**src/common/icache_config.svh**
```systemverilog
`ifndef ICACHE_CONFIG_SVH
`define ICACHE_CONFIG_SVH

// Byte address width of the fetch pc
`define ICACHE_ADDR_WIDTH 32

// 32-bit words in one cache block
`define ICACHE_WORDS_PER_BLOCK 4

// Sets per way
`define ICACHE_SETS 16

`endif

```
**src/common/icache_pkg.sv**
```systemverilog
`include "icache_config.svh"

package icache_pkg;

    localparam int ADDR_W = `ICACHE_ADDR_WIDTH;
    localparam int INDEX_W = $clog2(`ICACHE_SETS);
    localparam int WORD_W = $clog2(`ICACHE_WORDS_PER_BLOCK);
    localparam int BYTE_W = 2;
    localparam int TAG_W = ADDR_W - INDEX_W - WORD_W - BYTE_W;

    // L2 sees only the block address
    localparam int BLOCK_ADDR_W = TAG_W + INDEX_W;

    typedef logic [TAG_W-1:0] tag_t;

    // Word 0 sits at the low end
    typedef logic [`ICACHE_WORDS_PER_BLOCK-1:0][31:0] block_t;

    typedef struct packed {
        tag_t                tag;
        logic [INDEX_W-1:0]  index;
        logic [WORD_W-1:0]   word;
        logic [BYTE_W-1:0]   byte_off;
    } addr_fields_t;

    typedef struct packed {
        addr_fields_t  pc;
        logic          way;
    } miss_t;

    typedef struct packed {
        logic                en;
        logic                way;
        logic [INDEX_W-1:0]  index;
        tag_t                tag;
        block_t              block;
    } fill_t;

endpackage

```
**src/icache/icache_refill.sv**
```systemverilog
`timescale 1ns/100ps

module icache_refill (
    input  logic                                 CLK,
    input  logic                                 reset,
    input  icache_pkg::miss_t                    miss,
    input  logic                                 miss_valid,
    output logic                                 l2_addr_valid,
    output logic [icache_pkg::BLOCK_ADDR_W-1:0]  l2_addr,
    input  logic                                 l2_addr_ready,
    input  logic                                 l2_data_valid,
    input  icache_pkg::block_t                   l2_data,
    output logic                                 l2_data_ready,
    output icache_pkg::fill_t                    fill
);

    typedef enum logic [1:0] {
        S_IDLE,
        S_REQ,
        S_WAIT
    } state_t;

    state_t             state_q;
    icache_pkg::miss_t  req_q;

    //////////////////////////////////////////////////
    // Miss FSM
    always_ff @(posedge CLK)
    begin
        if (reset)
        begin
            state_q <= S_IDLE;
        end
        else
        begin
            case (state_q)
                S_IDLE:
                begin
                    if (miss_valid)
                    begin
                        state_q <= S_REQ;
                    end
                end
                S_REQ:
                begin
                    if (l2_addr_ready)
                    begin
                        state_q <= S_WAIT;
                    end
                end
                S_WAIT:
                begin
                    if (l2_data_valid)
                    begin
                        state_q <= S_IDLE;
                    end
                end
                default:
                begin
                    state_q <= S_IDLE;
                end
            endcase
        end
    end

    always_ff @(posedge CLK)
    begin
        if (state_q == S_IDLE && miss_valid)
        begin
            req_q <= miss;
        end
    end

    assign l2_addr_valid = (state_q == S_REQ);
    assign l2_addr = {req_q.pc.tag, req_q.pc.index};
    assign l2_data_ready = (state_q == S_WAIT);

    // One-cycle write of the returned block into the victim way
    assign fill.en = l2_data_ready && l2_data_valid;
    assign fill.way = req_q.way;
    assign fill.index = req_q.pc.index;
    assign fill.tag = req_q.pc.tag;
    assign fill.block = l2_data;

    // Wait-data opens only right after the address handshake
    assert property (@(posedge CLK) disable iff (reset)
        $rose(l2_data_ready) |-> $past(l2_addr_valid && l2_addr_ready));

    // Lookup freezes on a miss, so no second miss arrives mid-refill
    assert property (@(posedge CLK) disable iff (reset)
        miss_valid |-> state_q == S_IDLE);

endmodule

```
**config.mk**
```make
export PLATFORM = sky130hd
export DESIGN_NAME = icache_refill
export DESIGN_NICKNAME = d
export VERILOG_FILES = /design/src/common/icache_pkg.sv /design/src/icache/icache_refill.sv
export VERILOG_INCLUDE_DIRS = /design/src /design/src/common
export SDC_FILE = /design/constraint.sdc
export NUM_CORES = 1
export LEC_CHECK = 0
export BUFFER_PORTS_ARGS = -buffer_cell sky130_fd_sc_hd__buf_2
export CORE_AREA = 5 5 135 137
export DETAILED_ROUTE_END_ITERATION = 8
export DIE_AREA = 0 0 140 142
export SLEW_MARGIN = 20
export SYNTH_ARGS = -nofsm -noshare
export SYNTH_HDL_FRONTEND = slang
export SYNTH_SLANG_ARGS = --single-unit
```
**constraint.sdc**
```tcl
create_clock -name CLK -period 2 [get_ports CLK]
set_input_delay 0.4 -clock CLK [delete_from_list [all_inputs] [get_ports CLK]]
set_output_delay 0.4 -clock CLK [all_outputs]
set_load 0.1 [all_outputs]
```
# [Word level (Yosys, flattened, before mapping)]
# Cells that the tools add are included.
[word_totals] register_bits=31 latch_bits=0 ramBits=0 rom_bits=0 output_inout_bits=188 n_memories=0
[op_classes] add_sub_neg=0 mul=0 div=0 n_lt_le_gt_ge=0 n_eq_ne=5 shift=0 n_mux=4 bitwise_logic=0 reduce_logical=4
[ops] op="2-bit 2-to-1 mux" n=3
[ops] op="2-bit case mux with 3 select lines" n=1
[ops] op="2-bit inequality test, second input constant" n=2
[ops] op="3-bit AND reduction" n=1
[ops] op="2-bit by 1-bit equality test with 1-bit output, second input constant" n=1
[ops] op="2-bit equality test, second input constant" n=1
[ops] op="1-bit logical AND" n=2
[ops] op="2-bit logical NOT" n=1
[ops] op="2-bit by 1-bit inequality test with 1-bit output, second input constant" n=1

# [Depth between registers and ports, before layout]
[depth] word_depth=3 depth_mapped=2 mapped_depth_nobuf=2

# [Worst setup path before layout]
# Ideal clock, no wire load.
[synth_timing] kind="reg2out" startpoint="register state_q[1]" endpoint="output port fill[157] in the netlist's numbering" t_arrival_ns=1.812 t_required_ns=1.600 path_slack_ns=-0.212 path_stages_with_launch=3 path_buffers=0 path_cell_list="dfxtp_1 > nor2b_4 > and2_1"
[synth_lines] element="start, declared" line="icache_refill.sv:23" rtl="state_t state_q;"
[synth_lines] element="start signal, assigned" line="icache_refill.sv:32" rtl="state_q <= S_IDLE;"
[synth_lines] element="start signal, assigned" line="icache_refill.sv:41" rtl="state_q <= S_REQ;"
[synth_lines] element="start signal, assigned" line="icache_refill.sv:48" rtl="state_q <= S_WAIT;"
[synth_lines] element="end, declared" line="icache_refill.sv:14" rtl="output icache_pkg::fill_t fill"

==> summary.md <==
| Metric | Value |
|---|---|
| Outcome | `finished, final reports clean` |
| Hold WS | `about 0.30 ns` |
| Total of max-cap violations | `0` |
| Synth cell count leaders | `buf_4, edfxtp_1` |
| Worst R2R Path Depth | `3` |
| Placed insts | `361` |
| DRT Pass-1 Iters | `3` |
| Fmax | `between 500 and 600 MHz` |
| Crit path kind | `reg -> out` |
| Max_slew headroom | `65.09%` |
| CP Max Fanout | `4` |
| Share of cells above drive strength 1 | `73.61%` |
| Layout Skew | `approximately 0.0066 ns` |
| Count of flip-flops with a built-in enable after synthesis | `29` |
| Root Driver | `clkbuf_16` |
| Synthesis Warnings | `0` |
| WL/cell | `24.72 um` |
| CP Data Arrival Time | `1.45 ns` |
| CTS buffer count | `5` |
| Clock power frac | `a little under a third` |
| Reg2Reg Setup Slack | `about 0.75 ns` |
| FP Rows | `between 40 and 50` |
| Sw Share | `41.39%` |
| Worst-margin pin slew | `0.5272 ns` |
| Post-DP HPWL | `8.471 mm` |
| Nets | `~310` |
| Setup-failing EPs final | `0` |
| Synthesis-stage register bit count | `31` |
| Routed wire length | `9.120 mm` |
| DIE WIDTH | `approximately 140 um` |
| R2R Path Start | `state_q[0]$_SDFFE_PP0P_` |
| Starting Density | `12.74%` |
| Most used DFF post-synth | `edfxtp_1` |
| IO Count | `354` |
| Fin cells | `approximately 370` |
| Vias | `between 900 and 1000` |
| Synth cell types | `10` |
| Setup TNS | `0 ns` |
| DRC violations left | `0` |
| Sequential fraction of the synthesis area | `between 40 and 50%` |
| Pwr Density | `around 1200 mW/mm^2` |
| Die H | `between 100 and 150 um` |
| Setup crit end kind | `output pin` |
| Worst r2r dst | `fill[133]$_DFFE_PP_` |
| Leak pwr | `0.0007795 uW` |
| Final period util | `about 90%` |
| Clk Latency, worst-skew pair | `0.28 ns` |
| TritonCTS sink count | `31` |
| Peak supply drop | `675.6 uV` |
| Initial DRC count | `20` |
| CTS resizes | `0` |
| GRT Total Usage | `8.415%` |
| Final Max Tran Viols | `0` |
| Min cycle time layout | `1.852 ns` |
| Remaining Overflow, GRT | `0` |
| Largest cells by area after synthesis | `buf_4, edfxtp_1, dfxtp_1` |
| Final core area utilization | `11.16%` |
| Most numerous cell in the Yosys netlist | `buf_4` |
| Vias per cell | `approximately 2.7` |
| Largest net degree at the start of global routing | `21` |
| WHS Path Cells | `1` |
| Area of the die | `0.01988 sq mm` |
| Hold Vio Cnt, Final | `0` |
| Synth Instances | `197` |
| CTS tree | `yes` |
| Switching power total | `920.6 uW` |
| Logic pwr share | `32.7%` |
| Reg power frac | `35.7%` |
| Vias in the first global route | `between 1000 and 1500` |
| Syn_nets | `363` |
| Area delta synth->final | `-12.41%` |
| Initial antenna violation count | `0` |
| Hold_sp | `miss[22]` |
| Internal | `between 1000 and 1500 uW` |
| Syn avg cell area | `10.96 sq um` |
| DRT antenna net count | `0` |
| Post-CTS setup buffer count | `0` |
| Port bufs | `93` |
| Hold_buf cts | `0` |
| Hold WC Path Type | `in -> reg` |
| Clock Tree Buf Depth | `2` |
| Core area | `0.01694 sq mm` |
| First-pass GRT wire length | `~11 mm` |
| Synth area leader | `buf_4` |
| Startpoint types | `flip-flop` |
| # H-tree levels | `2` |
| Diode count | `0` |
| Hold endpoint | `fill[141]$_DFFE_PP_` |
| Final GP Congestion | `0.7921` |
| RSZ-0062 raised after global routing | `no` |
| Async set-reset flop share out of synthesis | `0%` |
| Clock-pin slew on the worst setup and hold paths | `roughly 0.050 ns` |
| WP data required | `about 1.6 ns` |
| Post-Syn Area | `around 0.0022 sq mm` |
| Share of the synthesized area in the top cell type | `between 50% and 60%` |
-- cells by family after synthesis --
logic type	synth area share (%)
buffers and inverters	54.43
DFF	42.20
AOI/OAI and AO/OA	0.8697
and+or+nand+nor	2.493
-- layout make-up --
type                    count  area (sq um)
flip-flops and latches     31         910.9
well taps                 225         281.5
clock buffers               6         128.9
multi-input cells           9         76.32
clock inverters             2         8.758
repair buffers             95         480.5
fillers                  1933         15050
inverters                   1         3.754
-- critical path: stages, from the launching register on --
cell     delay, ns
dfxtp_1       0.42
nor2b_4       0.20
and2_2        0.14
buf_2         0.42
-- worst max path at each step --
stage	endpoint	cells past startpoint	slack, ns	from
6_report	fill[157]	3	0.15	state_q[1]$_SDFFE_PP0P_
2_1_floorplan	fill[157]	2	0.03	state_q[1]$_SDFFE_PP0P_
3_3_place_gp	fill[157]	3	0.46	state_q[1]$_SDFFE_PP0P_
4_1_cts	fill[157]	3	0.14	state_q[1]$_SDFFE_PP0P_
5_1_grt	fill[157]	3	0.07	state_q[1]$_SDFFE_PP0P_
3_5_place_dp	fill[157]	3	0.44	state_q[1]$_SDFFE_PP0P_
-- cell usage in the layout, fill, tap and decap left out, types with 2 or more instances in the layout --
cell / count
buf_4: 2
buf_2: 93
dfxtp_1: 2
nor2b_4: 2
clkbuf_16: 5
nand2b_1: 2
edfxtp_1: 29
-- through the flow --
stage               power, uW  setup WS, ns  area [sq um]
floorplan                2664       0.03231          2162
global placement         1536        0.4625          1753
detailed placement       1536        0.4375          1753
CTS                      2244        0.1432          1891
global route             2282       0.07151          1891
finish                   2224        0.1485          1891
-- power groups by stage --
| stage | registers (uW) | logic, uW | clock network (uW) |
|---|---|---|---|
| 5_1_grt | 801 | 741 | 740 |
| 3_5_place_dp | 804 | 731 | 0 |
| 2_1_floorplan | 1080 | 1580 | 0 |
| 6_report | 795 | 727 | 703 |
| 3_3_place_gp | 805 | 731 | 0 |
| 4_1_cts | 796 | 730 | 718 |
-- routing by layer --
| layer | global-route usage, % | vias up | wire length (um) |
|---|---|---|---|
| met3 | 11.93 | 32 | 3014 |
| met4 | 5.099 | 0 | 403 |
| li1 | - | 359 | - |
| met2 | 14.28 | 230 | 4398 |
| met1 | 3.559 | 377 | 1303 |
| met5 | 0 | - | 0 |
-- state kept, by name, summed over array words and instances, names as in the netlist --
name and count:
state_q 2, fill 29
(Power assumes the default switching activity.)
