### src/common/icache_config.svh
`ifndef ICACHE_CONFIG_SVH
`define ICACHE_CONFIG_SVH

// Byte address width of the fetch pc
`define ICACHE_ADDR_WIDTH 32

// 32-bit words in one cache block
`define ICACHE_WORDS_PER_BLOCK 4

// Sets per way
`define ICACHE_SETS 16

`endif

### src/common/icache_pkg.sv
`include "icache_config.svh"

package icache_pkg;

    localparam int ADDR_W = `ICACHE_ADDR_WIDTH;
    localparam int INDEX_W = $clog2(`ICACHE_SETS);
    localparam int WORD_W = $clog2(`ICACHE_WORDS_PER_BLOCK);
    localparam int BYTE_W = 2;
    localparam int TAG_W = ADDR_W - INDEX_W - WORD_W - BYTE_W;

    // L2 sees only the block address
    localparam int BLOCK_ADDR_W = TAG_W + INDEX_W;

    typedef logic [TAG_W-1:0] tag_t;

    // Word 0 sits at the low end
    typedef logic [`ICACHE_WORDS_PER_BLOCK-1:0][31:0] block_t;

    typedef struct packed {
        tag_t                tag;
        logic [INDEX_W-1:0]  index;
        logic [WORD_W-1:0]   word;
        logic [BYTE_W-1:0]   byte_off;
    } addr_fields_t;

    typedef struct packed {
        addr_fields_t  pc;
        logic          way;
    } miss_t;

    typedef struct packed {
        logic                en;
        logic                way;
        logic [INDEX_W-1:0]  index;
        tag_t                tag;
        block_t              block;
    } fill_t;

endpackage

### src/rtl/icache_way_ram.sv
`timescale 1ns/100ps
`include "icache_config.svh"

module icache_way_ram #(
    parameter type payload_t = icache_pkg::tag_t
) (
    input  logic                            CLK,
    input  logic [icache_pkg::INDEX_W-1:0]  rd_index,
    input  logic                            rd_en,
    output payload_t                        rd_data,
    input  logic                            wr_en,
    input  logic [icache_pkg::INDEX_W-1:0]  wr_index,
    input  payload_t                        wr_data
);

    payload_t mem [`ICACHE_SETS];

    always_ff @(posedge CLK)
    begin
        if (wr_en)
        begin
            mem[wr_index] <= wr_data;
        end
    end

    // Output holds its last read while rd_en is low
    always_ff @(posedge CLK)
    begin
        if (rd_en)
        begin
            rd_data <= mem[rd_index];
        end
    end

endmodule

### config.mk
export PLATFORM = sky130hd
export DESIGN_NAME = icache_way_ram
export DESIGN_NICKNAME = d
export VERILOG_FILES = /design/src/common/icache_pkg.sv /design/src/rtl/icache_way_ram.sv
export VERILOG_INCLUDE_DIRS = /design/src /design/src/common
export SDC_FILE = /design/constraint.sdc
export NUM_CORES = 1
export LEC_CHECK = 0
export ABC_CLOCK_PERIOD_IN_PS = 3980
export CAP_MARGIN = 20
export CORE_ASPECT_RATIO = 1.75
export CORE_MARGIN = 3
export CORE_UTILIZATION = 55
export DETAILED_ROUTE_END_ITERATION = 6
export DONT_BUFFER_PORTS = 1
export HOLD_SLACK_MARGIN = 0.05
export PLACE_DENSITY = 0.7
export SLEW_MARGIN = 10
export SYNTH_ARGS = -nofsm -noshare
export SYNTH_HDL_FRONTEND = slang
export SYNTH_SLANG_ARGS = --single-unit
### constraint.sdc
create_clock -name CLK -period 3.98 [get_ports CLK]
set_clock_uncertainty 0.05 [all_clocks]
set_input_delay 0.796 -clock CLK [delete_from_list [all_inputs] [get_ports CLK]]
set_output_delay 0.796 -clock CLK [all_outputs]
set_load 0.005 [all_outputs]
# Word level (Yosys, flattened, before mapping)

Memories as Yosys holds them, arrays and structs flattened. A register that Yosys moved wholly into a read port is not among the register bits.
Cells that the tools add are included.

Bits in registers: 0
RAM bits: 384
Bits of input ports: 35
Output and inout bits: 24
Logic and storage cells: 3
Memories: 1

Multiplexer cells: 2

Memory list:

| memory | depth | bits a word | read ports | clocked after Yosys merged registers in | write ports | line                 | RTL |
|---|---|---|---|---|---|---|---|
| mem    | 16    | 24          | 1          | 1                                       | 1           | icache_way_ram.sv:16 | `` payload_t mem [`ICACHE_SETS]; `` |

Operators by type and width:

| cell             | number |
|---|---|
| 2-to-1 mux 1 bit | 2 |

# Depth between registers and ports, before layout

Gate-level depths: netlist of run 1.

Depth in word-level cells: 2
Gate-level depth with buffers: 6
Depth with buffers taken out: 3

# Worst setup path after synthesis of run 1

No wires, ideal clock.

Path kind: in2reg
Start: in wr_index[2] (netlist name)
End: mem mem[0][0] (netlist name) (enable)
Arrival time: 2.978 ns
Data required time: 3.495 ns
Path slack: 0.517 ns
Cell stages on the path: 2
Cell sequence: or3b_2 nor3_1

RTL lines:

| item        | line                 | RTL |
|---|---|---|
| from (decl) | icache_way_ram.sv:12 | `input logic [icache_pkg::INDEX_W-1:0] wr_index,` |
| to (decl)   | icache_way_ram.sv:16 |  |

No word-level cell before the write port.

# Worst setup path after layout of run 1

Start: reg rd_data[5] (netlist name), read port of mem
End: out rd_data[5] (netlist name)

RTL lines:

| item        | line                 | RTL |
|---|---|---|
| from (decl) | icache_way_ram.sv:10 | `output payload_t rd_data,` |

No word-level cell between the ends.

==> results of run 1 <==
-- registers in the layout (all words and copies together), names as in the netlist --
| name | cells |
|---|---|
| rd_data | 24 |
| mem | 384 |
-- where the power goes --
part | switching (mW) | total, mW | internal, mW
Combinational | 0.109 | 0.247 | 0.138
Sequential | 0.0313 | 4.87 | 4.84
Clock | 1.43 | 3.31 | 1.88
-- kinds of logic after synthesis --
logic type | Yosys count | share of synthesized area
buf+inv | 33 | 0.0115
compound gates | 48 | 0.0238
flops | 408 | 0.808
mux | 96 | 0.143
simple gates | 51 | 0.0147
-- per-stage QoR --
stage                     instances   util  hold slack (ps)  area [um2]  worst slack [ps]
final                          1050  0.624              322       16800              2200
after global routing           1050  0.624              299       16800              2150
after CTS                      1050  0.624              295       16800              2150
after detailed placement        989  0.583              688       15700              1710
after global placement          989  0.583              680       15700              1770
after floorplan                 636      -              660       15200               517
-- per-layer routing --
metal	track usage	vias to the layer above	wire, um
li1	-	2770	-
met3	0.0325	64	1390
met1	0.249	3494	10600
met2	0.364	204	16000
met4	0.0838	0	993
met5	0	-	0
-- final timing paths --
path / from / to / slack [ps] / depth (start not counted)
hold reg to reg: mem[15][13] / rd_data[13] / 700 / 3
hold / removal: wr_data[1] / mem[11][1] / 320 / 0
setup / recovery: rd_data[5] / rd_data[5] / 2200 / 0
setup reg to reg: mem[3][11] / rd_data[11] / 2420 / 3
-- layout make-up --
| class | instances | share of cell area |
|---|---|---|
| clock inverters | 19 | 0.00954 |
| repair buffers | 22 | 0.00984 |
| clock buffers | 42 | 0.0563 |
| multi-input cells | 195 | 0.167 |
| well taps | 364 | 0.0271 |
| flip-flops and latches | 408 | 0.730 |
-- cell usage after synthesis, drive strengths merged --
library cell / instances / area share
clkbuf: 18 / 0.0045
nor2: 13 / 0.0032
nand3: 1 / 0.00033
nand3b: 2 / 0.00099
edfxtp: 408 / 0.81
buf: 15 / 0.0070
nand2: 25 / 0.0062
or3b: 1 / 0.00058
mux4: 96 / 0.14
and2: 1 / 0.00041
nor3: 4 / 0.0013
a22oi: 48 / 0.024
nand2b: 2 / 0.00082
nor2b: 2 / 0.00082
-- layout by cell type, fill, tap and decap left out --
cell type     n
and2_1        1
a22oi_1      48
buf_4        22
nand2_1      25
clkinv_1     10
nor2b_2       2
clkinv_2      5
nand3b_1      2
mux4_2       96
or3b_2        1
nor2_2       13
clkinvlp_4    1
edfxtp_1    408
nand2b_1      2
clkbuf_1      5
nor3_2        4
bufinv_16     3
nand3_1       1
clkbuf_16    37
==> metrics.yaml, run 1 <==
worst_setup_path:
  worst-setup-path-type: "reg2out"
  worstPathRequired_ps: 3130
  worst_setup_path_end_kind: "primary output"
  crit_arrival_ps: 940
  start_kind: "flop"
  timing.critical_path.fanout_max: 1
timing:
  setup_tns_ps: 0
  fmax_mhz: 561
  worst_pin_slew_ps: 828
  max_slew_margin: 0.446
  rsz0062_at_grt: "no"
  slew_viol_final: 0
  fin_crit_ps: 1780
  setup_viol: 0
  final_hold_viol_count: 0
  final.period_utilization: 0.448
floorplanning:
  coreArea_um2: 26900
  die_x_um: 132
  fp-row-count: 79
  dieArea_um2: 29700
  start_util: 0.564
  die_y_um: 226
  io_pins: 59
clock_tree:
  cts.root.buffer_cell: "clkbuf_16"
  cts_resized: 0
  postCtsSetupBuffers: 0
  cts_num_sinks: 408
  htree_levels: 2
  clockBufferDepth: 3
  cts_buffers: 35
  cts_tree: "yes"
  path_clk_slew_ps: 60
  insertion_delay_ps: 510
  cts_hold_buf: 0
power_and_ir_drop:
  peakVddDrop_uv: 291
  powerDensity_nw_per_um2: 502
  leakage_nw: 5.21
  p_total_mw: 8.43
detailed_routing:
  drcViolationCount: 0
  wl_per_cell_um: 27.6
  dr.pass1.iters: 5
  ant_nets: 0
  drt-total-wl_mm: 29.0
  drt-vias-per-instance: 6.22
  drt_iter0_drc: 532
  vias: 6532
yosys:
  ys_warn_count: 0
  yosysUniqueCellTypes: 15
  syn_area_um2: 15200
  synth_nets: 671
  syn_avg_cell_area_um2: 23.9
  synth_seq_area_share: 0.808
  syn_inst: 636
  yosys_register_bits: 408
finish:
  fillers: 1819
  multi_input_area_um2: 2800
  ff_latch_area_um2: 12300
  diodes: 0
  drive_above_1_share: 0.268
  area_delta_synth_final_pct: 10.6
  nets: 697
global_routing:
  grt_max_degree: 97
  antenna_found_initial: 0
  grt_pass1_wl_mm: 44.6
  grt-ovfl-total: 0
  first_global_vias: 7330
  grt_use_total: 0.203
run:
  cap_violations: 0
min_path:
  hold_class: "in2reg"
outcome:
  status: "finished, final reports clean"
place:
  dpl.hpwl_mm: 15.8
  gp_congestion: 0.737
  io_buffers: 0
Power figures use the tool's default switching activity.
==> inputs of run 2 (changes only) <==
--- a/config.mk
+++ b/config.mk
@@ -6,7 +6,7 @@
 export SDC_FILE = /design/constraint.sdc
 export NUM_CORES = 1
 export LEC_CHECK = 0
-export ABC_CLOCK_PERIOD_IN_PS = 3980
+export ABC_CLOCK_PERIOD_IN_PS = 1600
 export CAP_MARGIN = 20
 export CORE_ASPECT_RATIO = 1.75
 export CORE_MARGIN = 3
@@ -14,7 +14,7 @@
 export DETAILED_ROUTE_END_ITERATION = 6
 export DONT_BUFFER_PORTS = 1
 export HOLD_SLACK_MARGIN = 0.05
-export PLACE_DENSITY = 0.7
+export PLACE_DENSITY = 0.73
 export SLEW_MARGIN = 10
 export SYNTH_ARGS = -nofsm -noshare
 export SYNTH_HDL_FRONTEND = slang
==> constraint.sdc (replaced) <==
create_clock -name CLK -period 1.6 [get_ports CLK]
set_clock_uncertainty 0.05 [all_clocks]
set_input_delay 0.32 -clock CLK [delete_from_list [all_inputs] [get_ports CLK]]
set_output_delay 0.32 -clock CLK [all_outputs]
set_load 0.005 [all_outputs]
==> metrics.yaml, run 2 (synthesized netlist as in run 1, its figures left out) <==
global_routing:
  grt_pass1_wl_mm: 47.2
  antenna_found_initial: 1
  grt_max_degree: 97
  grt_use_total: 0.218
  grt-ovfl-total: 0
  first_global_vias: 7473
worst_setup_path:
  crit_arrival_ps: 1770
  start_kind: "flop"
  path_cells: "mux4_2 > a22oi_1 > nand2_1"
  crit_family: "multiplexers"
  cpMaxStageDelayCell: "mux4_2"
  timing.critical_path.fanout_max: 1
  worst_setup_path_end_kind: "flop"
  worstPathRequired_ps: 1790
  cp_num_buf_inv: 0
  cpPeakStageDelay_ps: 520
  worst-setup-path-type: "reg2reg"
detailed_routing:
  wl_met1_mm: 10.8
  highest_layer: "met4"
  drt-total-wl_mm: 31.7
  route.met2.wl_mm: 17.5
  drcViolationCount: 0
  dr.pass1.iters: 5
  met3_length_mm: 1.93
  drt_iter0_drc: 733
  drt-vias-per-instance: 6.33
  wl_per_cell_um: 29.3
  vias: 6838
  ant_nets: 0
timing:
  fin_crit_ps: 1570
  rsz0062_at_grt: "no"
  slew_viol_final: 0
  hold_ws_ps: 108
  final_hold_viol_count: 0
  fmax_mhz: 636
  final.period_utilization: 0.983
  setup_viol: 0
  max_slew_margin: 0.442
  worst_pin_slew_ps: 836
clock_tree:
  cts.root.buffer_cell: "clkbuf_16"
  postCtsSetupBuffers: 0
  cts_tree: "yes"
  cts_hold_buf: 25
  clockBufferDepth: 3
  cts_resized: 0
  insertion_delay_ps: 510
  cts_num_sinks: 408
  htree_levels: 2
  path_clk_slew_ps: 70
  cts_buffers: 34
power_and_ir_drop:
  powerDensity_nw_per_um2: 1240
  power_frac_clock: 0.402
  leakage_nw: 5.47
  power.internal_mw: 17.7
  switchingPower_mw: 4.12
  peakVddDrop_uv: 631
  p_total_mw: 21.8
  swShare: 0.189
  power_frac_comb: 0.040
  power_frac_seq: 0.557
finish:
  final_cell_mix: "edfxtp_1 (408), mux4_2 (96), a22oi_1 (48)"
  final_core_util: 0.652
  nets: 727
  final_common_cell: "edfxtp_1"
  final_cells: 1080
  fillers: 1748
  area_delta_synth_final_pct: 15.6
  largestRegisters: "mem: 384 flops, rd_data: 24 flops"
  drive_above_1_share: 0.276
  regMostFlops: "mem"
  largest_reg_flops: 384
place:
  dpl.hpwl_mm: 16.9
  gp_congestion: 0.716
  io_buffers: 0
  dp.cells: 995
floorplanning:
  fp-row-count: 79
  start_util: 0.564
  die_x_um: 132
  die_y_um: 226
  coreArea_um2: 26900
  dieArea_um2: 29700
  io_pins: 59
run:
  cap_violations: 0
min_path:
  hold_class: "in2reg"
outcome:
  status: "finished, final reports clean"
[run 2: layout make-up]
type                       instances  area (um2)  area share
sequential                       408       12300       0.699
multi-input combinational        195        2900       0.165
tap                              364         455      0.0260
clock inverter                    18         248      0.0141
antenna                            1        2.50    0.000143
clock buffer                      41         941      0.0537
timing repair buffer              53         741      0.0422
[run 2: power by group through the flow]
stage | sequential [mW] | combinational (mW) | clock (mW)
global placement | 12.4 | 0.666 | 0
CTS | 12.1 | 0.883 | 8.92
finish | 12.1 | 0.878 | 8.76
detailed placement | 12.4 | 0.685 | 0
global route | 12.2 | 0.933 | 9.30
floorplan | 12.3 | 0.630 | 0
[run 2: worst paths after layout]
path	startpoint	slack (ps)	depth (start not counted)	endpoint
setup / recovery	mem[15][22]	30	3	rd_data[22]
hold / removal	rd_en	110	1	rd_data[3]
setup reg to reg	mem[15][22]	30	3	rd_data[22]
hold reg to reg	mem[6][9]	710	3	rd_data[9]
[run 2: through the flow]
| step | TNS [ps] | instance area, um2 | worst slack [ps] |
|---|---|---|---|
| after floorplan | -22410 | 15400 | -289 |
| after global placement | -5730 | 16100 | -288 |
| after detailed placement | -232 | 16100 | -13.3 |
| after CTS | 0 | 17500 | 33.8 |
| after global routing | 0 | 17500 | 8.83 |
| final | 0 | 17500 | 26.6 |
[run 2: per-layer routing]
layer  track usage  up-vias
met2         0.389      314
met1         0.260     3599
li1              -     2841
met4         0.102        0
met3        0.0383       84
met5             0        -
