--- src/common/icache_config.svh ---
`ifndef ICACHE_CONFIG_SVH
`define ICACHE_CONFIG_SVH

// Byte address width of the fetch pc
`define ICACHE_ADDR_WIDTH 32

// 32-bit words in one cache block
`define ICACHE_WORDS_PER_BLOCK 4

// Sets per way
`define ICACHE_SETS 16

`endif

--- src/common/icache_pkg.sv ---
`include "icache_config.svh"

package icache_pkg;

    localparam int ADDR_W = `ICACHE_ADDR_WIDTH;
    localparam int INDEX_W = $clog2(`ICACHE_SETS);
    localparam int WORD_W = $clog2(`ICACHE_WORDS_PER_BLOCK);
    localparam int BYTE_W = 2;
    localparam int TAG_W = ADDR_W - INDEX_W - WORD_W - BYTE_W;

    // L2 sees only the block address
    localparam int BLOCK_ADDR_W = TAG_W + INDEX_W;

    typedef logic [TAG_W-1:0] tag_t;

    // Word 0 sits at the low end
    typedef logic [`ICACHE_WORDS_PER_BLOCK-1:0][31:0] block_t;

    typedef struct packed {
        tag_t                tag;
        logic [INDEX_W-1:0]  index;
        logic [WORD_W-1:0]   word;
        logic [BYTE_W-1:0]   byte_off;
    } addr_fields_t;

    typedef struct packed {
        addr_fields_t  pc;
        logic          way;
    } miss_t;

    typedef struct packed {
        logic                en;
        logic                way;
        logic [INDEX_W-1:0]  index;
        tag_t                tag;
        block_t              block;
    } fill_t;

endpackage

--- src/icache/icache_lookup.sv ---
`timescale 1ns/100ps
`include "icache_config.svh"

module icache_lookup (
    input  logic                                 CLK,
    input  logic                                 reset,
    input  logic [`ICACHE_ADDR_WIDTH-1:0]        pc,
    input  logic                                 pc_valid,
    output logic                                 pc_ready,
    input  logic                                 stall,
    output logic [31:0]                          instr,
    output logic                                 instr_valid,
    output logic [icache_pkg::INDEX_W-1:0]       rd_index,
    output logic                                 rd_en,
    input  icache_pkg::tag_t [1:0]               tag_rd,
    input  icache_pkg::block_t [1:0]             block_rd,
    output icache_pkg::miss_t                    miss,
    output logic                                 miss_valid,
    input  icache_pkg::fill_t                    fill
);

    icache_pkg::addr_fields_t       pc_fields;
    icache_pkg::addr_fields_t       st2_q;
    logic                           st2_valid_q;
    logic [1:0][`ICACHE_SETS-1:0]   valid_q;
    logic [`ICACHE_SETS-1:0]        lru_q;
    logic                           pending_q;
    logic                           filled_q;
    icache_pkg::block_t             fill_block_q;
    logic [1:0]                     way_hit;
    logic                           hit;
    logic                           st2_done;
    logic                           adv2;
    icache_pkg::block_t             st2_block;
    logic                           st3_valid_q;
    icache_pkg::block_t             st3_block_q;
    logic [icache_pkg::WORD_W-1:0]  st3_word_q;

    //////////////////////////////////////////////////
    // Stage 1 decodes the pc and starts the RAM reads
    assign pc_fields = pc;
    assign rd_index = pc_fields.index;
    assign rd_en = pc_valid && pc_ready;

    //////////////////////////////////////////////////
    // Stage 2 tag compare
    assign way_hit[0] = valid_q[0][st2_q.index] && (tag_rd[0] == st2_q.tag);
    assign way_hit[1] = valid_q[1][st2_q.index] && (tag_rd[1] == st2_q.tag);
    assign hit = |way_hit;

    // A refilled entry completes from the captured fill block
    assign st2_done = filled_q || hit;
    assign adv2 = !stall && (!st2_valid_q || st2_done);
    assign pc_ready = adv2;

    assign st2_block = filled_q ? fill_block_q : (way_hit[1] ? block_rd[1] : block_rd[0]);

    assign miss_valid = st2_valid_q && !st2_done && !pending_q;
    assign miss.pc = st2_q;
    assign miss.way = lru_q[st2_q.index];

    always_ff @(posedge CLK)
    begin
        if (reset)
        begin
            st2_valid_q <= 1'b0;
            st3_valid_q <= 1'b0;
            instr_valid <= 1'b0;
            pending_q <= 1'b0;
            filled_q <= 1'b0;
            valid_q <= '0;
            lru_q <= '0;
        end
        else
        begin
            if (adv2)
            begin
                st2_valid_q <= pc_valid;
                filled_q <= 1'b0;
            end
            if (!stall)
            begin
                st3_valid_q <= st2_valid_q && st2_done;
                instr_valid <= st3_valid_q;
            end
            if (miss_valid)
            begin
                pending_q <= 1'b1;
            end
            // LRU points at the way not just used
            if (adv2 && st2_valid_q && hit && !filled_q)
            begin
                lru_q[st2_q.index] <= ~way_hit[1];
            end
            if (fill.en)
            begin
                pending_q <= 1'b0;
                filled_q <= 1'b1;
                valid_q[fill.way][fill.index] <= 1'b1;
                lru_q[fill.index] <= ~fill.way;
            end
        end
    end

    //////////////////////////////////////////////////
    // Stage 3 word select
    always_ff @(posedge CLK)
    begin
        if (adv2)
        begin
            st2_q <= pc_fields;
        end
        if (fill.en)
        begin
            fill_block_q <= fill.block;
        end
        if (!stall)
        begin
            st3_block_q <= st2_block;
            st3_word_q <= st2_q.word;
            instr <= st3_block_q[st3_word_q];
        end
    end

    // Victim choice keeps a tag in one way only
    assert property (@(posedge CLK) disable iff (reset)
        st2_valid_q |-> !(way_hit[0] && way_hit[1]));

    // Frozen from the miss until the fill returns
    assert property (@(posedge CLK) disable iff (reset)
        (miss_valid || pending_q) |-> !pc_ready);

endmodule

--- config.mk ---
export PLATFORM = sky130hd
export DESIGN_NAME = icache_lookup
export DESIGN_NICKNAME = d
export VERILOG_FILES = /design/src/common/icache_pkg.sv /design/src/icache/icache_lookup.sv
export VERILOG_INCLUDE_DIRS = /design/src /design/src/common
export SDC_FILE = /design/constraint.sdc
export NUM_CORES = 1
export LEC_CHECK = 0
export ABC_AREA = 1
export BUFFER_PORTS_ARGS = -buffer_cell sky130_fd_sc_hd__buf_2
export CAP_MARGIN = 20
export CORE_AREA = 10 10 216 218
export DETAILED_ROUTE_END_ITERATION = 8
export DIE_AREA = 0 0 226 228
export PLACE_DENSITY = 0.69
export SYNTH_ARGS = -nofsm -noshare
export SYNTH_HDL_FRONTEND = slang
export SYNTH_SLANG_ARGS = --single-unit
--- constraint.sdc ---
create_clock -name CLK -period 6.3 [get_ports CLK]
set_clock_uncertainty 0.2 [all_clocks]
set_input_delay 0.315 -clock CLK [delete_from_list [all_inputs] [get_ports CLK]]
set_output_delay 0.315 -clock CLK [all_outputs]
set_load 0.05 [all_outputs]
After elaboration in Yosys (flattened, before gate mapping)
Index checks and enable logic that the tools add are counted. Widths: inputs -> output; s select.

Output and inout port bits: 73. Flip-flop bits (word level): 375. Word-level logic and storage cells: 80. Input bits: 498.

Bitwise logic cells: 3. Multiplexer cells: 23. Eq/ne operators: 2. Reduce and logical (&&, ||, !) cells: 23. Magnitude comparators: 7.

Operators by type and width (number): $mux 128 (2); $bmux 32 s2 (1); $mux 16 (4); $eq 24x24->1 (2); $bwmux 16 (2); $mux 32 (1); $or 32x32->32 (1); $demux 16 s1 (1); $logic_and 1x1->1 (13); $bmux 1 s4 (3); $lt 4x5->1 const B (2); $demux 1 s4 (2); $ge 4x1->1 const B (2); $mux 1 (7); $logic_not 1->1 (5); $reduce_or 2->1 (2); $lt 2x3->1 const B (1); $logic_or 1x1->1 (2); $lt 1x2->1 const B (1); $not 1->1 (2); $reduce_bool 2->1 (1); $ge 1x1->1 const B (1).

Logic depth before layout (Yosys ltp)
Gate-level depths: netlist (run 1).

Depth after elaboration: 14. Depth in mapped cells: 18. Gate-level depth less buffers: 15.

Worst setup path before layout (run 1)
No wires, ideal clock.

Path type: input to output. From: input stall. To: output rd_en. Data required time: 5.785 ns. Cell stages on the path: 5. Setup slack: 0.390 ns. Buffers on the path: 0. Data arrival time: 5.395 ns. Cells stage by stage: inv_1 -> nand2_1 -> inv_1 -> nand2_1 -> inv_1.

Cells in the longest elaborated chain, start to end: 3.

RTL lines: start: declaration (RTL line icache_lookup.sv:10) `input logic stall,`; $logic_not 1->1; $logic_and 1x1->1 (RTL line icache_lookup.sv:53) `assign adv2 = !stall && (!st2_valid_q || st2_done);`; via pc_ready (RTL line icache_lookup.sv:9) `output logic pc_ready,`; $logic_and 1x1->1 (RTL line icache_lookup.sv:43) `assign rd_en = pc_valid && pc_ready;`; end: declaration (RTL line icache_lookup.sv:14) `output logic rd_en,`.

The timed path passes the listed nets, and every way through them passes these cells.

Worst setup path in the final report (run 1)
From: register st2_q, in the netlist miss[5]. To: output rd_en.

Cells in the longest elaborated chain, start to end: 8. Elaborated cells on any way between the ends: 11. Those cells by class: 4 x mux; 7 x reduce/logical.

RTL lines: start: declaration (RTL line icache_lookup.sv:23) `icache_pkg::addr_fields_t st2_q;`; start signal: assignment (RTL line icache_lookup.sv:111) `st2_q <= pc_fields;`; $bmux 1 s4 (on tied branches) (RTL line icache_lookup.sv:47, icache_lookup.sv:48); $mux 1 (on tied branches) (RTL line icache_lookup.sv:47, icache_lookup.sv:48); $logic_and 1x1->1 (on tied branches) (RTL line icache_lookup.sv:47, icache_lookup.sv:48); $reduce_or 2->1 * (RTL line icache_lookup.sv:49) `assign hit = |way_hit;`; $logic_or 1x1->1 * (RTL line icache_lookup.sv:52) `assign st2_done = filled_q || hit;`; $logic_or 1x1->1 * (RTL line icache_lookup.sv:53); $logic_and 1x1->1 * (RTL line icache_lookup.sv:53); $logic_and 1x1->1 * (RTL line icache_lookup.sv:43).

Mark *: on every way between the ends. The rest lies on a longest branch, timed or not. The select of a mux whose other input is x is not followed.

==> out/qor.csv, run 1 <==
metric;value;unit
outcome;finished with violations;
failing checks;hold timing;
Tmin final;5.126;ns
crit path launch type;flip-flop;
post-route cell area;24380;µm²
asr flop ratio synth;0;%
ANT nets after route;0;
Area contributors post-synth;edfxtp_1 58%, nand2_1 7.3%, o21ai_0 7.1%, dfxtp_1 6.3%, nor2_1 5.6%;
Syn Inst Count;1706;
Hold Path Class;in2reg;
RSZ-0062 raised after global routing;no;
Cells after DPL;2710;
PortBufs;546;
detailed-route via count;16390;
Fin. Hold Viols;1;
Num CTS Buffers;42;
Die ar.;51530;µm²
largest family of logic cells by synthesized area;simple AND/OR/NAND/NOR gates;
core area;42510;µm²
TritonRoute pass-1 iters;6;
CTS tree;built;
Synth area leader;edfxtp_1;
mux contribution to synthesized area;0;%
Req. time, crit path;5.78;ns
Post-Layout Cell Count;3115;
final wirelength;68210;µm
total gr overflow;0;
dpl hpwl;45350;µm
worst endpoint data arrival time;4.61;ns
Worst-path clk slew;0.06;ns
r2r endpoint;st3_block_q[118];
Post-Synth XOR/XNOR Area;1.359;%
hold slack;-0.004590;ns
top post-synthesis cells by count;328 x nand2_1, 322 x edfxtp_1, 251 x nor2_1;
I/O pins;571;
LEAKAGE;0.01009;µW
vias in the first global route;16940;
Worst IR Drop VDD;0.0002300;V
Adder-Cell Fraction of Synth Area;0;%
Max FO, Critical Path;35;
ys flop type;edfxtp_1;
final period utilization;81.36;%
Sequential Area;10730;µm²
wire length of the first global-routing pass;101200;µm
sequential share of the synthesized area;64.02;%
largest net degree at the start of global routing;113;
placed inst area;19800;µm²
Max Fclk;0.1951;GHz
Max Cap Violations;0;
WS Path Type;reg2out;
most common cell in the netlist;nand2_1;
via/cell ratio;5.260;
clk_lat worst skew;0.57;ns
YS warnings;0;
gpl congestion;0.9320;
# nets final;3021;
Area Growth Syn to Fin;45.46;%
total negative slack;0;ns
Yosys reg bits;375;
Compound-Gate Fraction of Synth Area;13.08;%
Worst Setup SP;miss[5];
Root Buffer;clkbuf_16;
row cnt;76;
Reg2Reg Depth;14;
setup violators final;0;
WL/cell;21.90;µm
# fillers;3467;
slew margin rel.;25.41;%
Distinct cells, synth;27;
footprint of the multi-input gates;5089;µm²
post-synthesis net count;2204;
power density over cell area;261.3;nW/µm²
R2R setup slack;1.25;ns
Die X;226;µm
clock sink total;375;
Pins Over Slew Limit;0;
crit end category;output pin;
share of post-route cells with drive strength above 1;25.03;%
post-synthesis cell area;16760;µm²
worst slew pin tran;1.119;ns
Tot GR Track Use;25.59;%
1st-iter DRT viols;1762;
Post-synth EDFFs;322;
clock buffer depth;3;
post-synthesis simple-gate area fraction;15.88;%
worst reg2reg startpoint;miss[5];
# DRC;0;
average size of a mapped cell;9.825;µm²
initial antenna violation count;19;
height of the die;228;µm
CP endpoint;rd_en;
CTS-repair resized insts;0;
initial core utilization;39.43;%
post-synth top area share;57.69;%
H-Tree Depth;2;
## critical path: stages, from the launching register on
cell and delay [ns]:
edfxtp_1 0.63, buf_4 0.32, nand2_4 0.13, inv_2 0.09, nand2_1 0.08, nand2_1 0.06
nor2_1 0.10, nor2_1 0.05, nor2_1 0.22, nand3_4 0.47, nand4_1 0.34, nand2_1 0.10
inv_1 0.83, nand2_1 0.20, inv_1 0.12, buf_2 0.27
## per-stage QoR
| step | setup slack (ns) | power (µW) | hold WS, ns | utilization (%) |
|---|---|---|---|---|
| after floorplan | 0.3896 | 3365 | 0.2139 | - |
| after global placement | 1.917 | 3699 | 0.2338 | 46.58 |
| after detailed placement | 1.884 | 3714 | 0.2401 | 46.58 |
| after CTS | 1.250 | 6391 | 0.00004918 | 57.23 |
| after global routing | 0.8575 | 6591 | 0.0005922 | 57.34 |
| final | 1.174 | 6371 | -0.004590 | 57.36 |
## power by group
| group | internal (µW) | switching [µW] | leakage (µW) | total (µW) |
|---|---|---|---|---|
| Clock | 1500 | 1010 | 0.000668 | 2510 |
| Combinational | 374 | 504 | 0.00582 | 878 |
| Sequential | 2900 | 85.8 | 0.00359 | 2990 |
| Total | 4770 | 1600 | 0.0101 | 6370 |
## cell usage in the layout, fill, tap and decap left out, drive strengths merged
cell	Yosys	routed
diode	0	16
nand2	334	334
clkinv	2	10
edfxtp	322	322
clkinvlp	0	1
nor2	257	257
dlygate4sd3	0	314
dfxtp	53	53
inv	115	117
o22ai	40	40
xor2	1	1
bufinv	0	5
a21oi	52	52
clkbuf	66	58
nand3	49	49
o21ai	336	336
buf	36	561
nand4	18	18
xnor2	25	25
## logic make-up (layout without fill, tap and decap cells)
kind of cell | Yosys count | count (layout)
AO/OA/AOI/OAI | 428 | 428
XOR/XNOR | 26 | 26
buffers and inverters | 219 | 1066
flip-flops | 375 | 375
other | 0 | 16
AND/OR/NAND/NOR | 658 | 658
## layer usage
layer	routed length (µm)	share of wire (%)	vias to the layer above	GRT usage (%)
met5	43	0.063	-	0
met4	3410	5.0	6	12.98
met3	6346	9.3	204	6.377
met2	33580	49	999	43.50
met1	24840	36	7692	29.29
li1	-	-	7485	-
## how the worst min path moves through the flow
stage	from	to	slack [ns]	cells after the start
global placement	miss[4]	st3_word_q[1]	0.23	0
finish	block_rd[137]	st3_block_q[9]	-0.005	3
detailed placement	miss[4]	st3_word_q[1]	0.24	0
floorplan	fill[0]	fill_block_q[0]	0.21	0
global route	block_rd[210]	st3_block_q[82]	0.0006	3
CTS	block_rd[88]	st3_block_q[88]	0.00005	3
## flip-flops by register name, summed over array words and instances, names as in the netlist
name / flops
miss: 32
pending_q: 1
lru_q: 16
filled_q: 1
st3_valid_q: 1
st3_word_q: 2
instr: 32
instr_valid: 1
st3_block_q: 128
valid_q: 32
st2_valid_q: 1
fill_block_q: 128
## layout make-up
type	instances	share of cell area, %
sequential	375	44.03
timing repair buffer	875	24.62
tap	546	2.802
clock inverter	16	0.9032
inverter	117	1.847
clock buffer	58	4.768
antenna	16	0.1642
multi-input combinational	1112	20.87
## repair_timing
item,in CTS,in global routing
setup buffers,0,0
hold buffers,314,0
setup endpoints to repair,0,0
endpoints found under the hold margin,252,0
No activity file was read; power rests on OpenSTA's default activity.
==> inputs of run 2 (changes only) <==
- clock period: 6.3 -> 5.2 ns (I/O delays scaled with it)
==> run 2 against run 1 <==
Effect of this change:
- the run now ends clean
- first-iteration DRC count up 4.5%
- cell count increased by 2.6%
- clock-buffer cell count grew 1
- largest cell class unchanged
==> out/qor.csv, run 2 (synthesis results as in run 1) <==
metric;value;unit
CTS Hold Bufs;390;
PortBufs;546;
crit path launch type;flip-flop;
Req. time, crit path;5.45;ns
worst slew pin tran;1.033;ns
most common cell after layout, fill and taps aside;buf_2;
CTS tree;built;
final period utilization;83.61;%
initial antenna violation count;19;
total gr overflow;0;
final wirelength;67830;µm
clk_lat worst skew;0.58;ns
vias in the first global route;17440;
Max Cap Violations;0;
via/cell ratio;5.240;
Tot GR Track Use;25.34;%
WS Path Type;reg2reg;
Area Growth Syn to Fin;50.20;%
WL/cell;21.22;µm
largest net degree at the start of global routing;164;
WHS Path Cells;3;
wire length of the first global-routing pass;100800;µm
clock sink total;375;
slew margin rel.;31.08;%
Worst Hold Path EP;st3_block_q[114];
I/O pins;571;
RSZ-0062 raised after global routing;no;
dpl hpwl;44470;µm
biggest regs;fill_block_q: 128 flops, st3_block_q: 128 flops;
Die X;226;µm
share of post-route cells with drive strength above 1;24.40;%
height of the die;228;µm
1st-iter DRT viols;1842;
Root Buffer;clkbuf_16;
clock buffer depth;3;
Num CTS Buffers;42;
CTS-repair resized insts;0;
Reg2Reg Depth;13;
H-Tree Depth;2;
TritonRoute pass-1 iters;6;
Tmin final;4.348;ns
Post-Place Worst Slack;1.358;ns
power density over cell area;304.9;nW/µm²
most frequent cells in the layout;545 x buf_2, 392 x dlygate4sd3_1, 328 x nand2_1, 322 x edfxtp_1, 251 x nor2_1;
Worst-path clk slew;0.06;ns
# DRC;0;
worst endpoint data arrival time;4.59;ns
Fin. Hold Viols;0;
Worst IR Drop VDD;0.0002821;V
Hold Path Class;in2reg;
ANT nets after route;0;
row cnt;76;
crit end category;flip-flop;
LEAKAGE;0.01043;µW
r2r endpoint;st3_block_q[60];
worst reg2reg startpoint;miss[5];
setup violators final;0;
final worst slack;0.8524;ns
R2R setup slack;0.85;ns
hold slack;0.007429;ns
Post-Layout Cell Count;3197;
Max FO, Critical Path;42;
Pins Over Slew Limit;0;
Max Fclk;0.2300;GHz
total negative slack;0;ns
initial core utilization;39.43;%
Die ar.;51530;µm²
Cells after DPL;2713;
gpl congestion;0.9465;
outcome;complete, no violations;
core area;42510;µm²
# nets final;3101;
total power;7675;µW
detailed-route via count;16750;
min-delay src;block_rd[114];
setup repair bufs after CTS;0;
## run 2: worst max-delay path, cell delays in order, from the launching register on
cell           delay (ns)
edfxtp_1             0.83
buf_4                0.33
nor2_4               0.09
nand2_1              0.09
o21ai_1              0.08
nor2_1               0.12
nor2_1               0.05
nor2_1               0.18
nand3_4              0.30
inv_4                0.43
buf_4                0.46
o21ai_0              0.17
o21ai_0              0.25
dlygate4sd3_1        0.59
## run 2: worst max-delay path by stage
| stage | start | end | cells after the start |
|---|---|---|---|
| global route | miss[5] | st3_block_q[92] | 13 |
| floorplan | stall | rd_en | 5 |
| CTS | miss[5] | pc_ready | 13 |
| finish | miss[5] | st3_block_q[60] | 13 |
| detailed placement | miss[5] | st3_block_q[56] | 12 |
| global placement | miss[5] | st3_block_q[55] | 12 |
## run 2: area by class of cell
| type | count | area [µm²] |
|---|---|---|
| timing repair buffer | 955 | 6828 |
| clock inverter | 17 | 153.9 |
| fill | 3334 | 17330 |
| multi-input combinational | 1112 | 5089 |
| tap | 546 | 683.2 |
| sequential | 375 | 10730 |
| antenna | 16 | 40.04 |
| inverter | 117 | 449.2 |
| clock buffer | 59 | 1199 |
## run 2: stage by stage
stage               instance area (µm²)  util, %
detailed placement                19860    46.72
CTS                               25120    59.09
floorplan                         16760        -
finish                            25180    59.23
global route                      25170    59.20
global placement                  19860    46.72
## run 2: power by group
part	switching, µW	total [µW]	internal [µW]
logic	629	1140	509
registers	95.4	3610	3510
clock network	1250	2930	1680
total	1970	7680	5700
## run 2: per-layer routing
layer  GRT usage [%]  share of wire (%)  vias to the layer above
li1                -                  -                     7647
met1           28.46                 36                     7856
met2           43.19                 49                     1016
met3           7.185                9.8                      226
met4           12.58                5.0                        8
met5               0              0.080                        -
